[config.mk]
export PLATFORM = sky130hd
export DESIGN_NAME = qerv_top
export DESIGN_NICKNAME = d
export VERILOG_FILES = /design/src/logic/qerv_pkg.sv /design/src/logic/qerv_ifs.sv /design/src/logic/qerv_alu.sv /design/src/logic/qerv_ctrl.sv /design/src/logic/qerv_decode.sv /design/src/logic/qerv_rf_if.sv /design/src/logic/qerv_state.sv /design/src/logic/qerv_top.sv
export VERILOG_INCLUDE_DIRS = /design/src /design/src/logic
export SDC_FILE = /design/constraint.sdc
export NUM_CORES = 1
export LEC_CHECK = 0
export ABC_AREA = 1
export BUFFER_PORTS_ARGS = -buffer_cell sky130_fd_sc_hd__buf_2
export CAP_MARGIN = 40
export CORE_MARGIN = 8
export CORE_UTILIZATION = 60
export CTS_CLUSTER_DIAMETER = 120
export CTS_CLUSTER_SIZE = 40
export DETAILED_ROUTE_END_ITERATION = 6
export MAX_ROUTING_LAYER = met4
export PLACE_DENSITY = 0.86
export SLEW_MARGIN = 20
export SYNTH_ARGS = -nofsm -noshare
export SYNTH_HDL_FRONTEND = slang
export SYNTH_SLANG_ARGS = --single-unit
export TNS_END_PERCENT = 100
[constraint.sdc]
create_clock -name clk -period 5.04 [get_ports clk]
set_input_delay 0 -clock clk [delete_from_list [all_inputs] [get_ports clk]]
set_output_delay 0 -clock clk [all_outputs]
set_load 0.05 [all_outputs]
[src/logic/qerv_config.svh]
`ifndef QERV_CONFIG_SVH
`define QERV_CONFIG_SVH

// Bits handled per clock
`define QERV_W 4

// Nibble steps per instruction
`define QERV_STEPS 8

// Data and address word width
`define QERV_XLEN 32

// Register index width
`define QERV_RAW 5

// First fetch address after reset
`define QERV_RESET_PC 32'h0000_0000

`endif

[src/logic/qerv_pkg.sv]
`include "qerv_config.svh"

package qerv_pkg;

   typedef logic [`QERV_W-1:0] nibble_t;

   typedef logic [`QERV_XLEN-1:0] word_t;

   typedef logic [`QERV_RAW-1:0] reg_addr_t;

   typedef logic [$clog2(`QERV_STEPS)-1:0] step_t;

   // ALU function for the current instruction
   typedef enum logic [2:0] {
      ALU_ADD,
      ALU_SUB,
      ALU_AND,
      ALU_OR,
      ALU_XOR
   } alu_op_e;

   // Source of the rd write nibble
   typedef enum logic [1:0] {
      RD_ALU,
      RD_LINK,
      RD_IMM
   } rd_src_e;

   typedef enum logic [1:0] {
      S_FETCH,
      S_RF_REQ,
      S_EXEC
   } seq_state_e;

endpackage

[src/logic/qerv_ifs.sv]
`timescale 1ns/1ps
`include "qerv_config.svh"

// Step timing from the sequencer
interface qerv_step_if;
   logic cnt_en;
   logic cnt0;
   logic cnt_done;
   logic exec_start;

   modport seq  (output cnt_en, cnt0, cnt_done, exec_start);
   modport user (input cnt_en, cnt0, cnt_done, exec_start);
endinterface

// Decoded instruction controls
interface qerv_dec_if;
   qerv_pkg::reg_addr_t rs1_addr;
   qerv_pkg::reg_addr_t rs2_addr;
   qerv_pkg::reg_addr_t rd_addr;
   logic                rd_wen;
   qerv_pkg::rd_src_e   rd_src;
   qerv_pkg::alu_op_e   alu_op;
   logic                op_b_imm;
   logic                jal;
   qerv_pkg::nibble_t   imm_nib;

   modport dec (
      output rs1_addr, rs2_addr, rd_addr, rd_wen, rd_src,
             alu_op, op_b_imm, jal, imm_nib
   );
   modport alu  (input alu_op, op_b_imm, imm_nib);
   modport ctrl (input jal, imm_nib);
   modport rf   (input rs1_addr, rs2_addr, rd_addr, rd_wen, rd_src, imm_nib);
endinterface

[src/logic/qerv_alu.sv]
`timescale 1ns/1ps
`default_nettype none
`include "qerv_config.svh"

module qerv_alu (
   input  logic              clk,
   input  logic              i_arst_n,
   input  qerv_pkg::nibble_t i_rs1,
   input  qerv_pkg::nibble_t i_rs2,
   qerv_step_if.user         step,
   qerv_dec_if.alu           dec,
   output qerv_pkg::nibble_t o_rd
);

   qerv_pkg::nibble_t op_b;
   qerv_pkg::nibble_t op_b_inv;
   logic              sub;
   logic              carry;
   logic              c_in;
   logic [`QERV_W:0]  add_r;

   assign sub  = (dec.alu_op == qerv_pkg::ALU_SUB);
   assign op_b = dec.op_b_imm ? dec.imm_nib : i_rs2;

   // Two's complement subtract, invert B and seed carry with 1
   assign op_b_inv = sub ? ~op_b : op_b;
   assign c_in     = step.cnt0 ? sub : carry;
   assign add_r    = {1'b0, i_rs1} + {1'b0, op_b_inv} + {{`QERV_W{1'b0}}, c_in};

   always_ff @(posedge clk or negedge i_arst_n) begin
      if (!i_arst_n)
         carry <= 1'b0;
      else if (step.cnt_en)
         carry <= add_r[`QERV_W];
   end

   always_comb begin
      case (dec.alu_op)
         qerv_pkg::ALU_AND: o_rd = i_rs1 & op_b;
         qerv_pkg::ALU_OR:  o_rd = i_rs1 | op_b;
         qerv_pkg::ALU_XOR: o_rd = i_rs1 ^ op_b;
         default:           o_rd = add_r[`QERV_W-1:0];
      endcase
   end

endmodule
`default_nettype wire

[src/logic/qerv_ctrl.sv]
`timescale 1ns/1ps
`default_nettype none
`include "qerv_config.svh"

module qerv_ctrl (
   input  logic              clk,
   input  logic              i_arst_n,
   qerv_step_if.user         step,
   qerv_dec_if.ctrl          dec,
   output qerv_pkg::word_t   o_ibus_adr,
   output qerv_pkg::nibble_t o_link
);

   qerv_pkg::word_t   pc;
   qerv_pkg::nibble_t pc_nib;
   qerv_pkg::nibble_t inc_nib;
   qerv_pkg::nibble_t new_nib;
   logic              c_inc;
   logic              c_jmp;
   logic              c_inc_in;
   logic              c_jmp_in;
   logic [`QERV_W:0]  sum_inc;
   logic [`QERV_W:0]  sum_jmp;

   // Current PC nibble, least significant first
   assign pc_nib = pc[`QERV_W-1:0];

   // The constant 4 only lives in nibble 0
   assign inc_nib  = step.cnt0 ? qerv_pkg::nibble_t'(4) : '0;
   assign c_inc_in = step.cnt0 ? 1'b0 : c_inc;
   assign c_jmp_in = step.cnt0 ? 1'b0 : c_jmp;

   assign sum_inc = {1'b0, pc_nib} + {1'b0, inc_nib} + {{`QERV_W{1'b0}}, c_inc_in};
   assign sum_jmp = {1'b0, pc_nib} + {1'b0, dec.imm_nib} + {{`QERV_W{1'b0}}, c_jmp_in};

   // Jump target for JAL, otherwise the next word
   assign new_nib = dec.jal ? sum_jmp[`QERV_W-1:0] : sum_inc[`QERV_W-1:0];

   always_ff @(posedge clk or negedge i_arst_n) begin
      if (!i_arst_n) begin
         pc    <= `QERV_RESET_PC;
         c_inc <= 1'b0;
         c_jmp <= 1'b0;
      end else if (step.cnt_en) begin
         // New PC rotates in from the top, full after the last step
         pc    <= {new_nib, pc[`QERV_XLEN-1:`QERV_W]};
         c_inc <= sum_inc[`QERV_W];
         c_jmp <= sum_jmp[`QERV_W];
      end
   end

   assign o_ibus_adr = pc;
   assign o_link     = sum_inc[`QERV_W-1:0];

endmodule
`default_nettype wire

[src/logic/qerv_decode.sv]
`timescale 1ns/1ps
`default_nettype none
`include "qerv_config.svh"

module qerv_decode (
   input  logic            clk,
   input  logic            i_arst_n,
   input  qerv_pkg::word_t i_ibus_rdt,
   input  logic            i_ibus_ack,
   qerv_step_if.user       step,
   qerv_dec_if.dec         dec
);

   localparam logic [6:0] OPC_OP     = 7'b0110011;
   localparam logic [6:0] OPC_OP_IMM = 7'b0010011;
   localparam logic [6:0] OPC_LUI    = 7'b0110111;
   localparam logic [6:0] OPC_JAL    = 7'b1101111;

   logic [6:0]        opcode;
   logic [2:0]        funct3;
   logic              f3_ok;
   qerv_pkg::alu_op_e d_alu_op;
   qerv_pkg::rd_src_e d_src;
   logic              d_wen;
   logic              d_op_b_imm;
   logic              d_jal;

   qerv_pkg::alu_op_e       alu_op;
   qerv_pkg::rd_src_e       rd_src;
   logic                    rd_wen;
   logic                    op_b_imm;
   logic                    jal;
   logic [`QERV_XLEN-1:12]  ir_hi;
   qerv_pkg::word_t         imm_word;
   qerv_pkg::word_t         imm_sr;

   assign opcode = i_ibus_rdt[6:0];
   assign funct3 = i_ibus_rdt[14:12];

   always_comb begin
      d_alu_op   = qerv_pkg::ALU_ADD;
      d_src      = qerv_pkg::RD_ALU;
      d_wen      = 1'b0;
      d_op_b_imm = 1'b0;
      d_jal      = 1'b0;
      f3_ok      = 1'b1;
      case (funct3)
         3'b000: begin
            // Bit 30 selects SUB, register form only
            if (opcode == OPC_OP && i_ibus_rdt[30])
               d_alu_op = qerv_pkg::ALU_SUB;
         end
         3'b100:  d_alu_op = qerv_pkg::ALU_XOR;
         3'b110:  d_alu_op = qerv_pkg::ALU_OR;
         3'b111:  d_alu_op = qerv_pkg::ALU_AND;
         default: f3_ok = 1'b0;
      endcase
      case (opcode)
         OPC_OP: d_wen = f3_ok;
         OPC_OP_IMM: begin
            d_wen      = f3_ok;
            d_op_b_imm = 1'b1;
         end
         OPC_LUI: begin
            d_wen = 1'b1;
            d_src = qerv_pkg::RD_IMM;
         end
         OPC_JAL: begin
            d_wen = 1'b1;
            d_src = qerv_pkg::RD_LINK;
            d_jal = 1'b1;
         end
         // Anything else runs as a no-op
         default: d_wen = 1'b0;
      endcase
   end

   always_ff @(posedge clk or negedge i_arst_n) begin
      if (!i_arst_n) begin
         alu_op   <= qerv_pkg::ALU_ADD;
         rd_src   <= qerv_pkg::RD_ALU;
         rd_wen   <= 1'b0;
         op_b_imm <= 1'b0;
         jal      <= 1'b0;
      end else if (i_ibus_ack) begin
         alu_op   <= d_alu_op;
         rd_src   <= d_src;
         rd_wen   <= d_wen;
         op_b_imm <= d_op_b_imm;
         jal      <= d_jal;
      end
   end

   // J, U or I immediate from the latched upper bits
   always_comb begin
      if (jal)
         imm_word = {{12{ir_hi[31]}}, ir_hi[19:12], ir_hi[20], ir_hi[30:21], 1'b0};
      else if (rd_src == qerv_pkg::RD_IMM)
         imm_word = {ir_hi, 12'b0};
      else
         imm_word = {{20{ir_hi[31]}}, ir_hi[31:20]};
   end

   always_ff @(posedge clk) begin
      if (i_ibus_ack) begin
         dec.rs1_addr <= i_ibus_rdt[19:15];
         dec.rs2_addr <= i_ibus_rdt[24:20];
         dec.rd_addr  <= i_ibus_rdt[11:7];
         ir_hi        <= i_ibus_rdt[`QERV_XLEN-1:12];
      end
      if (step.exec_start)
         imm_sr <= imm_word;
      else if (step.cnt_en)
         imm_sr <= {{`QERV_W{1'b0}}, imm_sr[`QERV_XLEN-1:`QERV_W]};
   end

   assign dec.alu_op   = alu_op;
   assign dec.rd_src   = rd_src;
   assign dec.rd_wen   = rd_wen;
   assign dec.op_b_imm = op_b_imm;
   assign dec.jal      = jal;
   assign dec.imm_nib  = imm_sr[`QERV_W-1:0];

endmodule
`default_nettype wire

[src/logic/qerv_rf_if.sv]
`timescale 1ns/1ps
`default_nettype none
`include "qerv_config.svh"

module qerv_rf_if (
   input  qerv_pkg::nibble_t   i_rdata0,
   input  qerv_pkg::nibble_t   i_rdata1,
   output qerv_pkg::nibble_t   o_rs1,
   output qerv_pkg::nibble_t   o_rs2,
   input  qerv_pkg::nibble_t   i_alu_rd,
   input  qerv_pkg::nibble_t   i_link,
   qerv_step_if.user           step,
   qerv_dec_if.rf              dec,
   output qerv_pkg::reg_addr_t o_rreg0,
   output qerv_pkg::reg_addr_t o_rreg1,
   output qerv_pkg::reg_addr_t o_wreg0,
   output logic                o_wen0,
   output qerv_pkg::nibble_t   o_wdata0
);

   // Operand nibbles arrive least significant first
   assign o_rs1 = i_rdata0;
   assign o_rs2 = i_rdata1;

   assign o_rreg0 = dec.rs1_addr;
   assign o_rreg1 = dec.rs2_addr;
   assign o_wreg0 = dec.rd_addr;

   // x0 is never written
   assign o_wen0 = step.cnt_en && dec.rd_wen && (|dec.rd_addr);

   always_comb begin
      case (dec.rd_src)
         qerv_pkg::RD_LINK: o_wdata0 = i_link;
         qerv_pkg::RD_IMM:  o_wdata0 = dec.imm_nib;
         default:           o_wdata0 = i_alu_rd;
      endcase
   end

endmodule
`default_nettype wire

[src/logic/qerv_state.sv]
`timescale 1ns/1ps
`default_nettype none
`include "qerv_config.svh"

module qerv_state (
   input  logic       clk,
   input  logic       i_arst_n,
   input  logic       i_ibus_ack,
   output logic       o_ibus_cyc,
   output logic       o_rf_rreq,
   input  logic       i_rf_ready,
   qerv_step_if.seq   step
);

   qerv_pkg::seq_state_e state;
   qerv_pkg::seq_state_e state_nxt;
   qerv_pkg::step_t      cnt;
   logic                 exec;
   logic                 last_step;
   logic                 start_q;

   assign exec      = (state == qerv_pkg::S_EXEC);
   assign last_step = exec && (cnt == qerv_pkg::step_t'(`QERV_STEPS - 1));

   always_comb begin
      state_nxt = state;
      case (state)
         qerv_pkg::S_FETCH: begin
            if (i_ibus_ack)
               state_nxt = qerv_pkg::S_RF_REQ;
         end
         qerv_pkg::S_RF_REQ: begin
            if (i_rf_ready)
               state_nxt = qerv_pkg::S_EXEC;
         end
         qerv_pkg::S_EXEC: begin
            if (last_step)
               state_nxt = qerv_pkg::S_FETCH;
         end
         default: state_nxt = qerv_pkg::S_FETCH;
      endcase
   end

   always_ff @(posedge clk or negedge i_arst_n) begin
      if (!i_arst_n) begin
         state   <= qerv_pkg::S_FETCH;
         cnt     <= '0;
         start_q <= 1'b0;
      end else begin
         state   <= state_nxt;
         // First RF_REQ cycle, instruction register now valid
         start_q <= (state == qerv_pkg::S_FETCH) && i_ibus_ack;
         // Wraps back to zero after the last step
         if (exec)
            cnt <= cnt + qerv_pkg::step_t'(1);
      end
   end

   // Bus requests follow the state directly
   assign o_ibus_cyc = (state == qerv_pkg::S_FETCH);
   assign o_rf_rreq  = (state == qerv_pkg::S_RF_REQ);

   assign step.cnt_en     = exec;
   assign step.cnt0       = exec && (cnt == '0);
   assign step.cnt_done   = last_step;
   assign step.exec_start = start_q;

endmodule
`default_nettype wire

[src/logic/qerv_top.sv]
`timescale 1ns/1ps
`default_nettype none
`include "qerv_config.svh"

module qerv_top (
   input  logic                clk,
   input  logic                i_arst_n,
   output qerv_pkg::word_t     o_ibus_adr,
   output logic                o_ibus_cyc,
   input  qerv_pkg::word_t     i_ibus_rdt,
   input  logic                i_ibus_ack,
   output logic                o_rf_rreq,
   input  logic                i_rf_ready,
   output qerv_pkg::reg_addr_t o_rreg0,
   output qerv_pkg::reg_addr_t o_rreg1,
   input  qerv_pkg::nibble_t   i_rdata0,
   input  qerv_pkg::nibble_t   i_rdata1,
   output qerv_pkg::reg_addr_t o_wreg0,
   output logic                o_wen0,
   output qerv_pkg::nibble_t   o_wdata0
);

   qerv_pkg::nibble_t rs1;
   qerv_pkg::nibble_t rs2;
   qerv_pkg::nibble_t alu_rd;
   qerv_pkg::nibble_t link;

   qerv_step_if step_bus ();
   qerv_dec_if  dec_bus ();

   qerv_state u_state (
      .clk        (clk),
      .i_arst_n   (i_arst_n),
      .i_ibus_ack (i_ibus_ack),
      .o_ibus_cyc (o_ibus_cyc),
      .o_rf_rreq  (o_rf_rreq),
      .i_rf_ready (i_rf_ready),
      .step       (step_bus)
   );

   qerv_decode u_decode (
      .clk        (clk),
      .i_arst_n   (i_arst_n),
      .i_ibus_rdt (i_ibus_rdt),
      .i_ibus_ack (i_ibus_ack),
      .step       (step_bus),
      .dec        (dec_bus)
   );

   qerv_alu u_alu (
      .clk      (clk),
      .i_arst_n (i_arst_n),
      .i_rs1    (rs1),
      .i_rs2    (rs2),
      .step     (step_bus),
      .dec      (dec_bus),
      .o_rd     (alu_rd)
   );

   qerv_ctrl u_ctrl (
      .clk        (clk),
      .i_arst_n   (i_arst_n),
      .step       (step_bus),
      .dec        (dec_bus),
      .o_ibus_adr (o_ibus_adr),
      .o_link     (link)
   );

   qerv_rf_if u_rf_if (
      .i_rdata0 (i_rdata0),
      .i_rdata1 (i_rdata1),
      .o_rs1    (rs1),
      .o_rs2    (rs2),
      .i_alu_rd (alu_rd),
      .i_link   (link),
      .step     (step_bus),
      .dec      (dec_bus),
      .o_rreg0  (o_rreg0),
      .o_rreg1  (o_rreg1),
      .o_wreg0  (o_wreg0),
      .o_wen0   (o_wen0),
      .o_wdata0 (o_wdata0)
   );

endmodule
`default_nettype wire

==> reports/summary.txt, run 1 <==
Combinational Power Share: 42.3%
Arrival time at the worst endpoint: 3.21 ns
Unique cell type count in the Yosys netlist: 34
Sequential element share of the synthesized area: 56.2%
Post-route fraction of the period consumed by the critical path: 63.7%
Number of nets with antenna violations after routing: 0
Capturing element type of the critical path: primary output
Critical Path Source Type: flip-flop
Netlist Area Pre-Place: 5230 um^2
Worst Skew: 0.0160 ns
Internal Dissipation: 1.83 mW
Initial core utilization: 60.8%
Vertical die dimension: 109 um
Total inserted antenna cells: 0
Fin worst setup slack: 1.83 ns
Final setup violation count: 0
Post-Synthesis Net Count: 614
Buffers added on ports: 97
Via count of the routed design: 4128
Via count of the first global-routing pass: 4241
Global route overflow: 0
Count of flip-flops with a built-in enable after synthesis: 57
Final-stage net count: 731
DR WL met2: 5970 um
Placeable core area: 8590 um^2
Total of flip-flops plus latches after synthesis: 106
Total length of routed wires: 12300 um
Count of standard-cell rows: 34
Post-DP HPWL: 8640 um
DRC violation total after the first TritonRoute iteration: 370
Synth async-reset ratio: 46.2%
Number of violations of the max-capacitance limit: 0
Remaining routing DRC violations: 0
Clock power frac: 15.2%
Clock buffer depth: 2
Clock-pin slew of the registers on the worst-case setup and hold paths: 0.11 ns
Reported leakage power: 2.94 nW
Sequential cell fraction of total power: 42.6%
Sw frac: 45.7%
Routed length on met3: 831 um
Via density per instance: 5.33
Drt wl/cell: 16.0 um
Highest metal layer used by the detailed router: met4
Worst path required time: 5.04 ns
RSZ-0062 raised after global routing: no
Status: finished clean
Critical setup path kind: reg -> out
Hold Buf Count CTS: 31
HP Class: in -> reg
Peak Freq: 0.312 GHz
Fin. Hold Viols: 0
Setup TNS: 0 ns
Count of yosys warnings during synthesis: 0
Post-CTS resize count: 0
DR pass1 iterations: 7
Worst slack, placed: 2.28 ns
Worst skew pair latency: 0.38 ns
Pwr Density: 542 nW/um^2
Synth Instances: 544
Library cell used as clock root buffer: sky130_fd_sc_hd__clkbuf_8
Maximum number of pins on one net before global-route repair: 43
Sum of internal, switching and leakage power: 3.37 mW
Global-route usage over all layers: 22.2%
IO Count: 98
Met1 Wirelength: 5320 um
RePlAce Congestion: 0.889
Total Die Area: 12000 um^2
Number of max-slew violations in the final report: 0
Net switching power: 1.54 mW
Top FF cell, synth: sky130_fd_sc_hd__edfxtp_1
Worst setup slack for register-to-register paths: 2.36 ns
CTS tree: done
P&R area growth vs syn: 18.9%
Relative max-transition margin: 52.9%
Most frequent standard cell in the layout excluding fill and tap cells: sky130_fd_sc_hd__nand2_1
Horiz. Die Dim: 109 um
Measured slew at the worst slew-check pin: 0.705 ns
Number of levels in the clock H-tree: 3
Fraction of final layout cells sized beyond drive strength 1: 20.9%
Clock sink total: 106
Buffer count from post-CTS setup fixing: 0
Largest driver fanout on the critical path: 42
Worst-case vdd ir drop: 0.348 mV
First-pass GRT wire length: 20100 um
Average instance area after synthesis: 9.60 um^2
Number of antenna violations at the first check in global routing: 0
Post-route minimum period: 3.21 ns
Top library cells by usage in the layout, fill and taps aside: sky130_fd_sc_hd__nand2_1, sky130_fd_sc_hd__buf_2, sky130_fd_sc_hd__inv_1
Number of buffers added by the clock tree synthesis step: 9
==> logic make-up (layout without fill, tap and decap cells) <==
family | Yosys count | in the layout | synth area share [%]
AND/OR/NAND/NOR | 209 | 209 | 16.5
flip-flops | 106 | 106 | 56.2
AO/OA/AOI/OAI | 103 | 103 | 11.0
buffers and inverters | 94 | 216 | 8.41
adder cells (fa/ha/maj) | 26 | 26 | 6.80
XOR/XNOR | 6 | 6 | 1.01
==> path summary, 6_finish.rpt <==
| path | to | cells after the start | startpoint |
|---|---|---|---|
| min in group asynchronous | u_decode.dec.alu_op[1] | 2 | i_arst_n |
| max in group asynchronous | u_ctrl.c_jmp | 3 | i_arst_n |
| hold reg to reg | u_ctrl.o_ibus_adr[18] | 2 | u_ctrl.o_ibus_adr[18] |
| setup reg to reg | u_ctrl.o_ibus_adr[30] | 13 | u_state.state[0] |
| setup / recovery | o_wdata0[2] | 14 | u_state.state[0] |
| hold / removal | u_decode.dec.rd_src[1] | 4 | i_ibus_rdt[3] |
==> layout make-up <==
class                           instances  area [um^2]
Tap cell                              108          135
Timing Repair Buffer                  131          838
Sequential cell                       106         2940
Inverter                               69          262
Multi-Input combinational cell        344         1850
Clock buffer                            9          124
Fill cell                             627         2380
Clock inverter                          7         67.6
==> synth_stat cells, drive strengths merged, types with 2 or more instances <==
library cell / number / share of area (%)
a21oi: 21 / 2.0
buf: 23 / 3.3
clkbuf: 2 / 0.14
dfrtp: 49 / 23
edfxtp: 57 / 33
fa: 4 / 1.5
ha: 22 / 5.3
inv: 69 / 5.0
nand2: 139 / 10
nand3: 23 / 2.3
nor2: 44 / 3.5
nor3: 2 / 0.29
o211ai: 4 / 0.57
o21ai: 69 / 6.9
o22ai: 6 / 0.84
xnor2: 2 / 0.34
xor2: 4 / 0.67
==> layer usage <==
layer	track usage, %	vias up
met5	-	-
met4	7.71	0
met3	5.33	21
met2	36.3	152
met1	26.4	1946
li1	-	2009
==> power groups by stage <==
stage	Sequential (mW)	Combinational [mW]	Clock, mW
after floorplan	1.79	0.703	0
after detailed placement	1.47	1.37	0
after CTS	1.45	1.40	0.509
final	1.43	1.42	0.511
after global placement	1.45	1.33	0
after global routing	1.46	1.56	0.547
==> worst max-delay path, cell delays in order, from the launching register on <==
cell and delay [ns]:
sky130_fd_sc_hd__dfrtp_1 0.40, sky130_fd_sc_hd__inv_1 0.08, sky130_fd_sc_hd__nand2_2 0.40, sky130_fd_sc_hd__nor3_2 0.42
sky130_fd_sc_hd__nand2_1 0.08, sky130_fd_sc_hd__o21ai_0 0.11, sky130_fd_sc_hd__fa_1 0.21, sky130_fd_sc_hd__inv_1 0.06
sky130_fd_sc_hd__fa_1 0.38, sky130_fd_sc_hd__nand2_1 0.08, sky130_fd_sc_hd__inv_1 0.05, sky130_fd_sc_hd__nor2_1 0.07
sky130_fd_sc_hd__o21ai_0 0.08, sky130_fd_sc_hd__o21ai_1 0.13, sky130_fd_sc_hd__buf_2 0.27
==> registers in the layout, indices dropped and copies added, names as in the netlist, 2 cells and up <==
| signal | cells |
|---|---|
| u_state.state | 2 |
| u_decode.ir_hi | 20 |
| u_state.cnt | 3 |
| u_ctrl.o_ibus_adr | 32 |
| u_decode.dec.rd_addr | 5 |
| u_decode.imm_sr | 32 |
| u_decode.dec.alu_op | 3 |
| u_decode.dec.rd_src | 2 |
==> metrics by stage <==
step                      util (%)  cells  hold WS, ns  cell area, um^2
after floorplan                  -    544       -0.296             5230
after global placement        66.0    725        0.176             5680
after detailed placement      66.3    726      -0.0231             5700
after CTS                     72.1    773      0.00849             6200
after global routing          72.3    774       0.0380             6210
final                         72.3    774       0.0145             6210
Note: power is estimated with default switching activity, not from simulation.
==> inputs of run 2 (changes only) <==
--- a/config.mk
+++ b/config.mk
@@ -10,12 +10,12 @@
 export BUFFER_PORTS_ARGS = -buffer_cell sky130_fd_sc_hd__buf_2
 export CAP_MARGIN = 40
 export CORE_MARGIN = 8
-export CORE_UTILIZATION = 60
+export CORE_UTILIZATION = 50
 export CTS_CLUSTER_DIAMETER = 120
 export CTS_CLUSTER_SIZE = 40
 export DETAILED_ROUTE_END_ITERATION = 6
 export MAX_ROUTING_LAYER = met4
-export PLACE_DENSITY = 0.86
+export PLACE_DENSITY = 0.77
 export SLEW_MARGIN = 20
 export SYNTH_ARGS = -nofsm -noshare
 export SYNTH_HDL_FRONTEND = slang
==> constraint.sdc (replaced) <==
create_clock -name clk -period 2.8 [get_ports clk]
set_input_delay 0 -clock clk [delete_from_list [all_inputs] [get_ports clk]]
set_output_delay 0 -clock clk [all_outputs]
set_load 0.05 [all_outputs]
==> run 2 against run 1 <==
Total power is 80% higher; cell area is 1.8% higher; die area grew 17%; first-iteration DRC count shrank 11%; global-route usage down 3.7 points; critical endpoint unchanged; via count up 0.41%; clock skew is 0.0037 ns lower; critical path depth is 1 higher; sequential share of layout area is 0.81 points lower; non-clock buffer count increased by 8.
==> reports/summary.txt, run 2 (synthesis gave the netlist of run 1 again) <==
RR Startpoint: u_state.cnt[0]
Clock-pin slew of the registers on the worst-case setup and hold paths: 0.10 ns (about the same)
Maximum number of pins on one net before global-route repair: 42 (-2.3%)
Measured slew at the worst slew-check pin: 0.586 ns (-0.118 ns)
Placeable core area: 10200 um^2 (+19%)
Total Die Area: 14000 um^2 (+17%)
P&R area growth vs syn: 21.0%
Cell repeated most along the worst path: sky130_fd_sc_hd__inv_2
Number of levels in the clock H-tree: 3 (unchanged)
Buffers added on ports: 97 (unchanged)
Total length of routed wires: 12300 um (-0.73%)
Placed cell count: 758 (+4.4%)
Drt wl/cell: 15.1 um (-5.1%)
Vertical die dimension: 118 um (+8.1%)
Cell family with the largest share of critical-path delay: adder cells
HP Class: in -> reg
Worst flop-to-flop path endpoint: u_alu.carry
Global route overflow: 0 (unchanged)
Worst setup slack for register-to-register paths: 0.55 ns (-1.81 ns)
Fin. Hold Viols: 0 (unchanged)
Post-route fraction of the period consumed by the critical path: 98.1%
Remaining routing DRC violations: 0 (unchanged)
First-pass GRT wire length: 20600 um (+2.4%)
Via count of the first global-routing pass: 4109 (-3.1%)
Arrival time at the worst endpoint: 2.75 ns (-0.46 ns)
Post-route minimum period: 2.75 ns
Post-DP HPWL: 8700 um (+0.62%)
Relative max-transition margin: 60.8% (+8.0 points)
Design area: 6320 um^2 (+1.8%)
Worst Skew: 0.0123 ns (-0.00369 ns)
IO Count: 98 (unchanged)
Worst-case vdd ir drop: 0.518 mV (+49%)
Peak Freq: 0.364 GHz
Number of buffers added by the clock tree synthesis step: 9 (unchanged)
Critical setup path kind: reg -> out
Clock buffer depth: 2 (unchanged)
Critical Path Source Type: flip-flop
Slowest Stage Delay on Critical Path: 0.41 ns (about the same)
Number of violations of the max-capacitance limit: 0 (unchanged)
Global-route usage over all layers: 18.5% (-3.7 points)
Pwr Density: 959 nW/um^2 (+77%)
Top library cells by usage in the layout, fill and taps aside: sky130_fd_sc_hd__nand2_1, sky130_fd_sc_hd__buf_2, sky130_fd_sc_hd__inv_1
Final-stage net count: 739 (+1.1%)
Reg2reg path depth: 13 (unchanged)
Setup TNS: 0 ns (unchanged)
CTS tree: done
Max stage delay cell, worst path: sky130_fd_sc_hd__dfrtp_1
End point of the most critical hold path: u_decode.dec.rd_src[0]
Post-layout utilization of the core: 61.8% (-11 points)
Via density per instance: 5.12 (-4.1%)
Clock sink total: 106 (unchanged)
RePlAce Congestion: 0.841 (-5.5%)
Final cell count without fillers: 810 (+4.7%)
Number of max-slew violations in the final report: 0 (unchanged)
Most frequent standard cell in the layout excluding fill and tap cells: sky130_fd_sc_hd__nand2_1
Crit path buffers/inverters: 5 (+1)
Largest driver fanout on the critical path: 4 (-90%)
DRC violation total after the first TritonRoute iteration: 328 (-11%)
Worst path required time: 2.80 ns (-2.24 ns)
RSZ-0062 raised after global routing: yes
Final setup violation count: 0 (unchanged)
Cells along the critical path: inv_2, ha_4, inv_2, nor3_4, nand2_1, o21ai_2, fa_2, inv_2, fa_2, nand2_2, inv_2, nor2_2, o21ai_1, o21ai_1, buf_6
Startpoint of the most critical hold path: i_ibus_rdt[6]
Cell Area, Placed: 5760 um^2 (+1.1%)
Worst skew pair latency: 0.36 ns (-0.02 ns)
Status: finished clean
Library cell used as clock root buffer: sky130_fd_sc_hd__clkbuf_8
Count of standard-cell rows: 37 (+8.8%)
Fraction of final layout cells sized beyond drive strength 1: 22.6% (+1.7 points)
Filler Cell Count: 857 (+37%)
DR pass1 iterations: 5 (-2)
Reported leakage power: 2.95 nW (+0.45%)
Initial core utilization: 51.1% (-9.7 points)
Number of nets with antenna violations after routing: 0 (unchanged)
Number of antenna violations at the first check in global routing: 0 (unchanged)
Horiz. Die Dim: 118 um (+8.1%)
Sum of internal, switching and leakage power: 6.06 mW (+80%)
Capturing element type of the critical path: primary output
Via count of the routed design: 4145 (+0.41%)
Hold depth: 3 (-1)
run 2: cell count changes in the layout (fill, tap and decap cells not counted), sizes merged:
cell         before  now
buf             100  106
clkbuf            9   11
diode             0    1
dlygate4sd3      31   33
inv              73   70
run 2: worst register-to-register path: cells and delay by family (launching register included):
kind,cells,cell delay (ns)
and+or+nand+nor,3,0.44
buffers and inverters,4,0.22
adders and majority gates,3,0.74
DFF,1,0.41
AOI/OAI and AO/OA,3,0.34
run 2: worst max path at each step:
| stage | start | end | cells after the start |
|---|---|---|---|
| floorplan | u_state.cnt[0] | o_wdata0[2] | 14 |
| global placement | u_state.cnt[0] | o_wdata0[2] | 15 |
| detailed placement | u_state.cnt[0] | o_wdata0[2] | 15 |
| CTS | u_state.cnt[0] | o_wdata0[1] | 11 |
| global route | u_state.cnt[0] | o_wdata0[2] | 15 |
| finish | u_state.cnt[0] | o_wdata0[2] | 15 |
run 2: per-layer routing:
layer	vias up	GRT usage, %	wire, um
met3	17	3.90	780
met1	1947	24.1	5520
met4	0	6.49	182
met5	-	-	0
li1	2027	-	-
met2	154	28.1	5770
run 2: layout make-up:
type / count / area [um^2] / area share [%]
sequential: 106 / 2940 / 46.5
multi-input combinational: 344 / 1880 / 29.8
timing repair buffer: 139 / 908 / 14.4
inverter: 69 / 262 / 4.14
tap: 136 / 170 / 2.69
clock buffer: 11 / 131 / 2.08
clock inverter: 4 / 28.8 / 0.455
antenna: 1 / 2.50 / 0.0396
run 2: repair_timing:
action / 4_1_cts / 5_1_grt
resized for setup: 2 / 18
pin swaps: 1 / 10
endpoints found under the hold margin: 77 / 0
setup buffers: 0 / 3
setup endpoints to repair: 2 / 2
hold buffers: 33 / 0
run 2: through the flow:
step | worst slack (ns) | hold WS, ns
3_5_place_dp | 0.264 | 0.00530
2_1_floorplan | 0.182 | -0.296
4_1_cts | 0.0194 | 0.00694
6_report | 0.0525 | 0.0305
5_1_grt | -0.119 | 0.0307
3_3_place_gp | 0.332 | 0.176
run 2: report_power, final:
part	switching, mW	internal (mW)
sequential	0.286	2.28
clock	0.507	0.322
combinational	1.94	0.727
total	2.73	3.33
==> inputs of run 3 (changes only) <==
--- a/config.mk
+++ b/config.mk
@@ -10,12 +10,12 @@
 export BUFFER_PORTS_ARGS = -buffer_cell sky130_fd_sc_hd__buf_2
 export CAP_MARGIN = 40
 export CORE_MARGIN = 8
-export CORE_UTILIZATION = 50
+export CORE_UTILIZATION = 56
 export CTS_CLUSTER_DIAMETER = 120
 export CTS_CLUSTER_SIZE = 40
 export DETAILED_ROUTE_END_ITERATION = 6
 export MAX_ROUTING_LAYER = met4
-export PLACE_DENSITY = 0.77
+export PLACE_DENSITY = 0.81
 export SLEW_MARGIN = 20
 export SYNTH_ARGS = -nofsm -noshare
 export SYNTH_HDL_FRONTEND = slang
==> constraint.sdc (replaced) <==
create_clock -name clk -period 3.1 [get_ports clk]
set_input_delay 0 -clock clk [delete_from_list [all_inputs] [get_ports clk]]
set_output_delay 0 -clock clk [all_outputs]
set_load 0.05 [all_outputs]
==> run 3 against run 2 <==
Critical path depth stayed put; cell count is 3.6% lower; global-route usage is 2.4 points higher; critical endpoint unchanged; highest routed layer unchanged.
==> reports/summary.txt, run 3 (synthesis gave the netlist of run 1 again) <==
Total length of routed wires: 12700 um (+3.4%)
Total inserted antenna cells: 0 (-1)
Horiz. Die Dim: 113 um (-4.8%)
Clock-pin slew of the registers on the worst-case setup and hold paths: 0.11 ns (about the same)
Number of buffers added by the clock tree synthesis step: 9 (unchanged)
CTS tree: done
Status: finished clean
Post-route minimum period: 2.87 ns
Arrival time at the worst endpoint: 2.87 ns (+0.12 ns)
Pwr Density: 882 nW/um^2 (-8.0%)
Crit path buffers/inverters: 5 (unchanged)
Capturing element type of the critical path: primary output
Library cell used as clock root buffer: sky130_fd_sc_hd__clkbuf_8
Critical setup path kind: reg -> out
Maximum number of pins on one net before global-route repair: 42 (unchanged)
IO Count: 98 (unchanged)
Top library cells by usage in the layout, fill and taps aside: sky130_fd_sc_hd__nand2_1, sky130_fd_sc_hd__buf_2, sky130_fd_sc_hd__inv_1
Worst-case vdd ir drop: 0.495 mV (-4.4%)
Clock buffer depth: 2 (unchanged)
Worst skew pair latency: 0.38 ns (+0.02 ns)
Placeable core area: 9150 um^2 (-11%)
Routed length on met3: 915 um (+17%)
Internal Dissipation: 2.98 mW (-11%)
Via count of the first global-routing pass: 4212 (+2.5%)
Max stage delay cell, worst path: sky130_fd_sc_hd__dfrtp_1
Cell repeated most along the worst path: sky130_fd_sc_hd__inv_1
Cell family with the largest share of critical-path delay: adder cells
Met1 Wirelength: 5410 um (-2.0%)
RePlAce Congestion: 0.865 (+2.9%)
Slowest Stage Delay on Critical Path: 0.40 ns (about the same)
DR WL met2: 6170 um (+6.9%)
Worst Skew: 0.0122 ns (-0.0000698 ns)
Buffers added on ports: 97 (unchanged)
Final-stage net count: 735 (-0.54%)
Number of levels in the clock H-tree: 3 (unchanged)
Setup TNS: 0 ns (unchanged)
Fin. Hold Viols: 0 (unchanged)
First-pass GRT wire length: 20500 um (-0.13%)
Worst path required time: 3.10 ns (+0.30 ns)
Sequential cell fraction of total power: 42.1% (-0.2 points)
Clock sink total: 106 (unchanged)
Via density per instance: 5.40 (+5.6%)
Peak Freq: 0.349 GHz
Number of violations of the max-capacitance limit: 0 (unchanged)
Fraction of final layout cells sized beyond drive strength 1: 21.0% (-1.5 points)
Final setup violation count: 0 (unchanged)
Number of max-slew violations in the final report: 0 (unchanged)
Buffer count from post-CTS setup fixing: 0 (unchanged)
RSZ-0062 raised after global routing: no
Global-route usage over all layers: 20.9% (+2.4 points)
Drt wl/cell: 16.2 um (+7.2%)
Largest driver fanout on the critical path: 5 (+1)
Fin Hold WS: 0.0245 ns (-0.00599 ns)
Highest metal layer used by the detailed router: met4
HP Class: in -> reg
Relative max-transition margin: 59.0% (-1.9 points)
Critical Path Source Type: flip-flop
Count of standard-cell rows: 35 (-5.4%)
DR pass1 iterations: 5 (unchanged)
Most frequent standard cell in the layout excluding fill and tap cells: sky130_fd_sc_hd__nand2_1
Post-route fraction of the period consumed by the critical path: 92.5%
Combinational Power Share: 42.8% (-1.2 points)
Global route overflow: 0 (unchanged)
Vertical die dimension: 113 um (-4.8%)
Post-DP HPWL: 8750 um (+0.62%)
Number of nets with antenna violations after routing: 0 (unchanged)
Remaining routing DRC violations: 0 (unchanged)
Via count of the routed design: 4219 (+1.8%)
Net switching power: 2.53 mW (-7.3%)
Clock power frac: 15.2% (+1.5 points)
Measured slew at the worst slew-check pin: 0.614 ns (+0.0279 ns)
Total Die Area: 12700 um^2 (-9.3%)
Initial core utilization: 57.1% (+6.0 points)
Reported leakage power: 2.95 nW (+0.14%)
Cells along the critical path: inv_1, ha_1, inv_1, nor3_4, nand2_1, o21ai_0, fa_1, inv_1, fa_1, nand2_1, inv_1, nor2_1, o21ai_0, o21ai_1, buf_2
DRC violation total after the first TritonRoute iteration: 410 (+25%)
P&R area growth vs syn: 19.6%
Sw frac: 46.0% (+0.88 points)
Number of antenna violations at the first check in global routing: 0 (unchanged)
[run 3: cell types whose count changed in the layout (fill, tap and decap cells not counted), sizes merged]
cell,previous run,this run
inv,70,72
clkinv,2,4
diode,1,0
clkbuf,11,9
clkinvlp,1,0
buf,106,102
[run 3: cell type report]
class	count	area, um^2
sequential	106	2940
timing repair buffer	135	866
inverter	69	262
clock buffer	9	124
multi-input combinational	344	1850
clock inverter	7	68.8
fill	678	2900
tap	111	139
[run 3: per-stage QoR]
step           area (um^2)  util [%]  power [mW]  worst slack, ns  cells
2_1_floorplan         5230         -        4.06            0.482    544
3_3_place_gp          5700      62.3        4.54            0.677    731
3_5_place_dp          5720      62.5        4.65            0.584    732
6_report              6250      68.3        5.51            0.232    781
4_1_cts               6240      68.2        5.50            0.164    781
5_1_grt               6250      68.3        5.82           0.0311    781
[run 3: final timing paths]
path                                  startpoint  cells after the start                     to  slack (ns)
setup / recovery                  u_state.cnt[0]                     15            o_wdata0[2]        0.23
hold / removal                        i_ibus_ack                      1     u_decode.ir_hi[22]        0.02
setup reg to reg                  u_state.cnt[0]                     13            u_alu.carry        0.83
hold reg to reg            u_ctrl.o_ibus_adr[11]                      2   u_ctrl.o_ibus_adr[7]        0.51
max in group asynchronous               i_arst_n                      3         u_state.cnt[2]        2.43
min in group asynchronous               i_arst_n                      2  u_ctrl.o_ibus_adr[22]        0.13
[run 3: metal layers]
layer / vias to the layer above / global-route usage (%)
li1: 2014 / -
met2: 190 / 33.7
met5: - / -
met3: 20 / 5.26
met1: 1995 / 25.7
met4: 0 / 5.85
[run 3: power groups by stage]
| stage | clock network, mW | logic (mW) | registers, mW |
|---|---|---|---|
| after floorplan | 0 | 1.14 | 2.91 |
| after CTS | 0.836 | 2.35 | 2.32 |
| after global placement | 0 | 2.22 | 2.32 |
| after detailed placement | 0 | 2.30 | 2.34 |
| final | 0.837 | 2.36 | 2.32 |
| after global routing | 0.892 | 2.56 | 2.37 |
[run 3: worst reg2reg max path, delay by kind of cell, from the launching register on]
family	cells	cell delay (ns)
buffers and inverters	4	0.27
adder cells (fa/ha/maj)	3	0.72
AO/OA/AOI/OAI	3	0.35
flip-flops	1	0.40
AND/OR/NAND/NOR	3	0.44
[run 3: repair_timing]
action                                  in CTS  in global routing
hold buffers                                33                  0
endpoints found under the setup margin       0                  2
endpoints found under the hold margin       83                  0
gates resized for setup                      0                  2
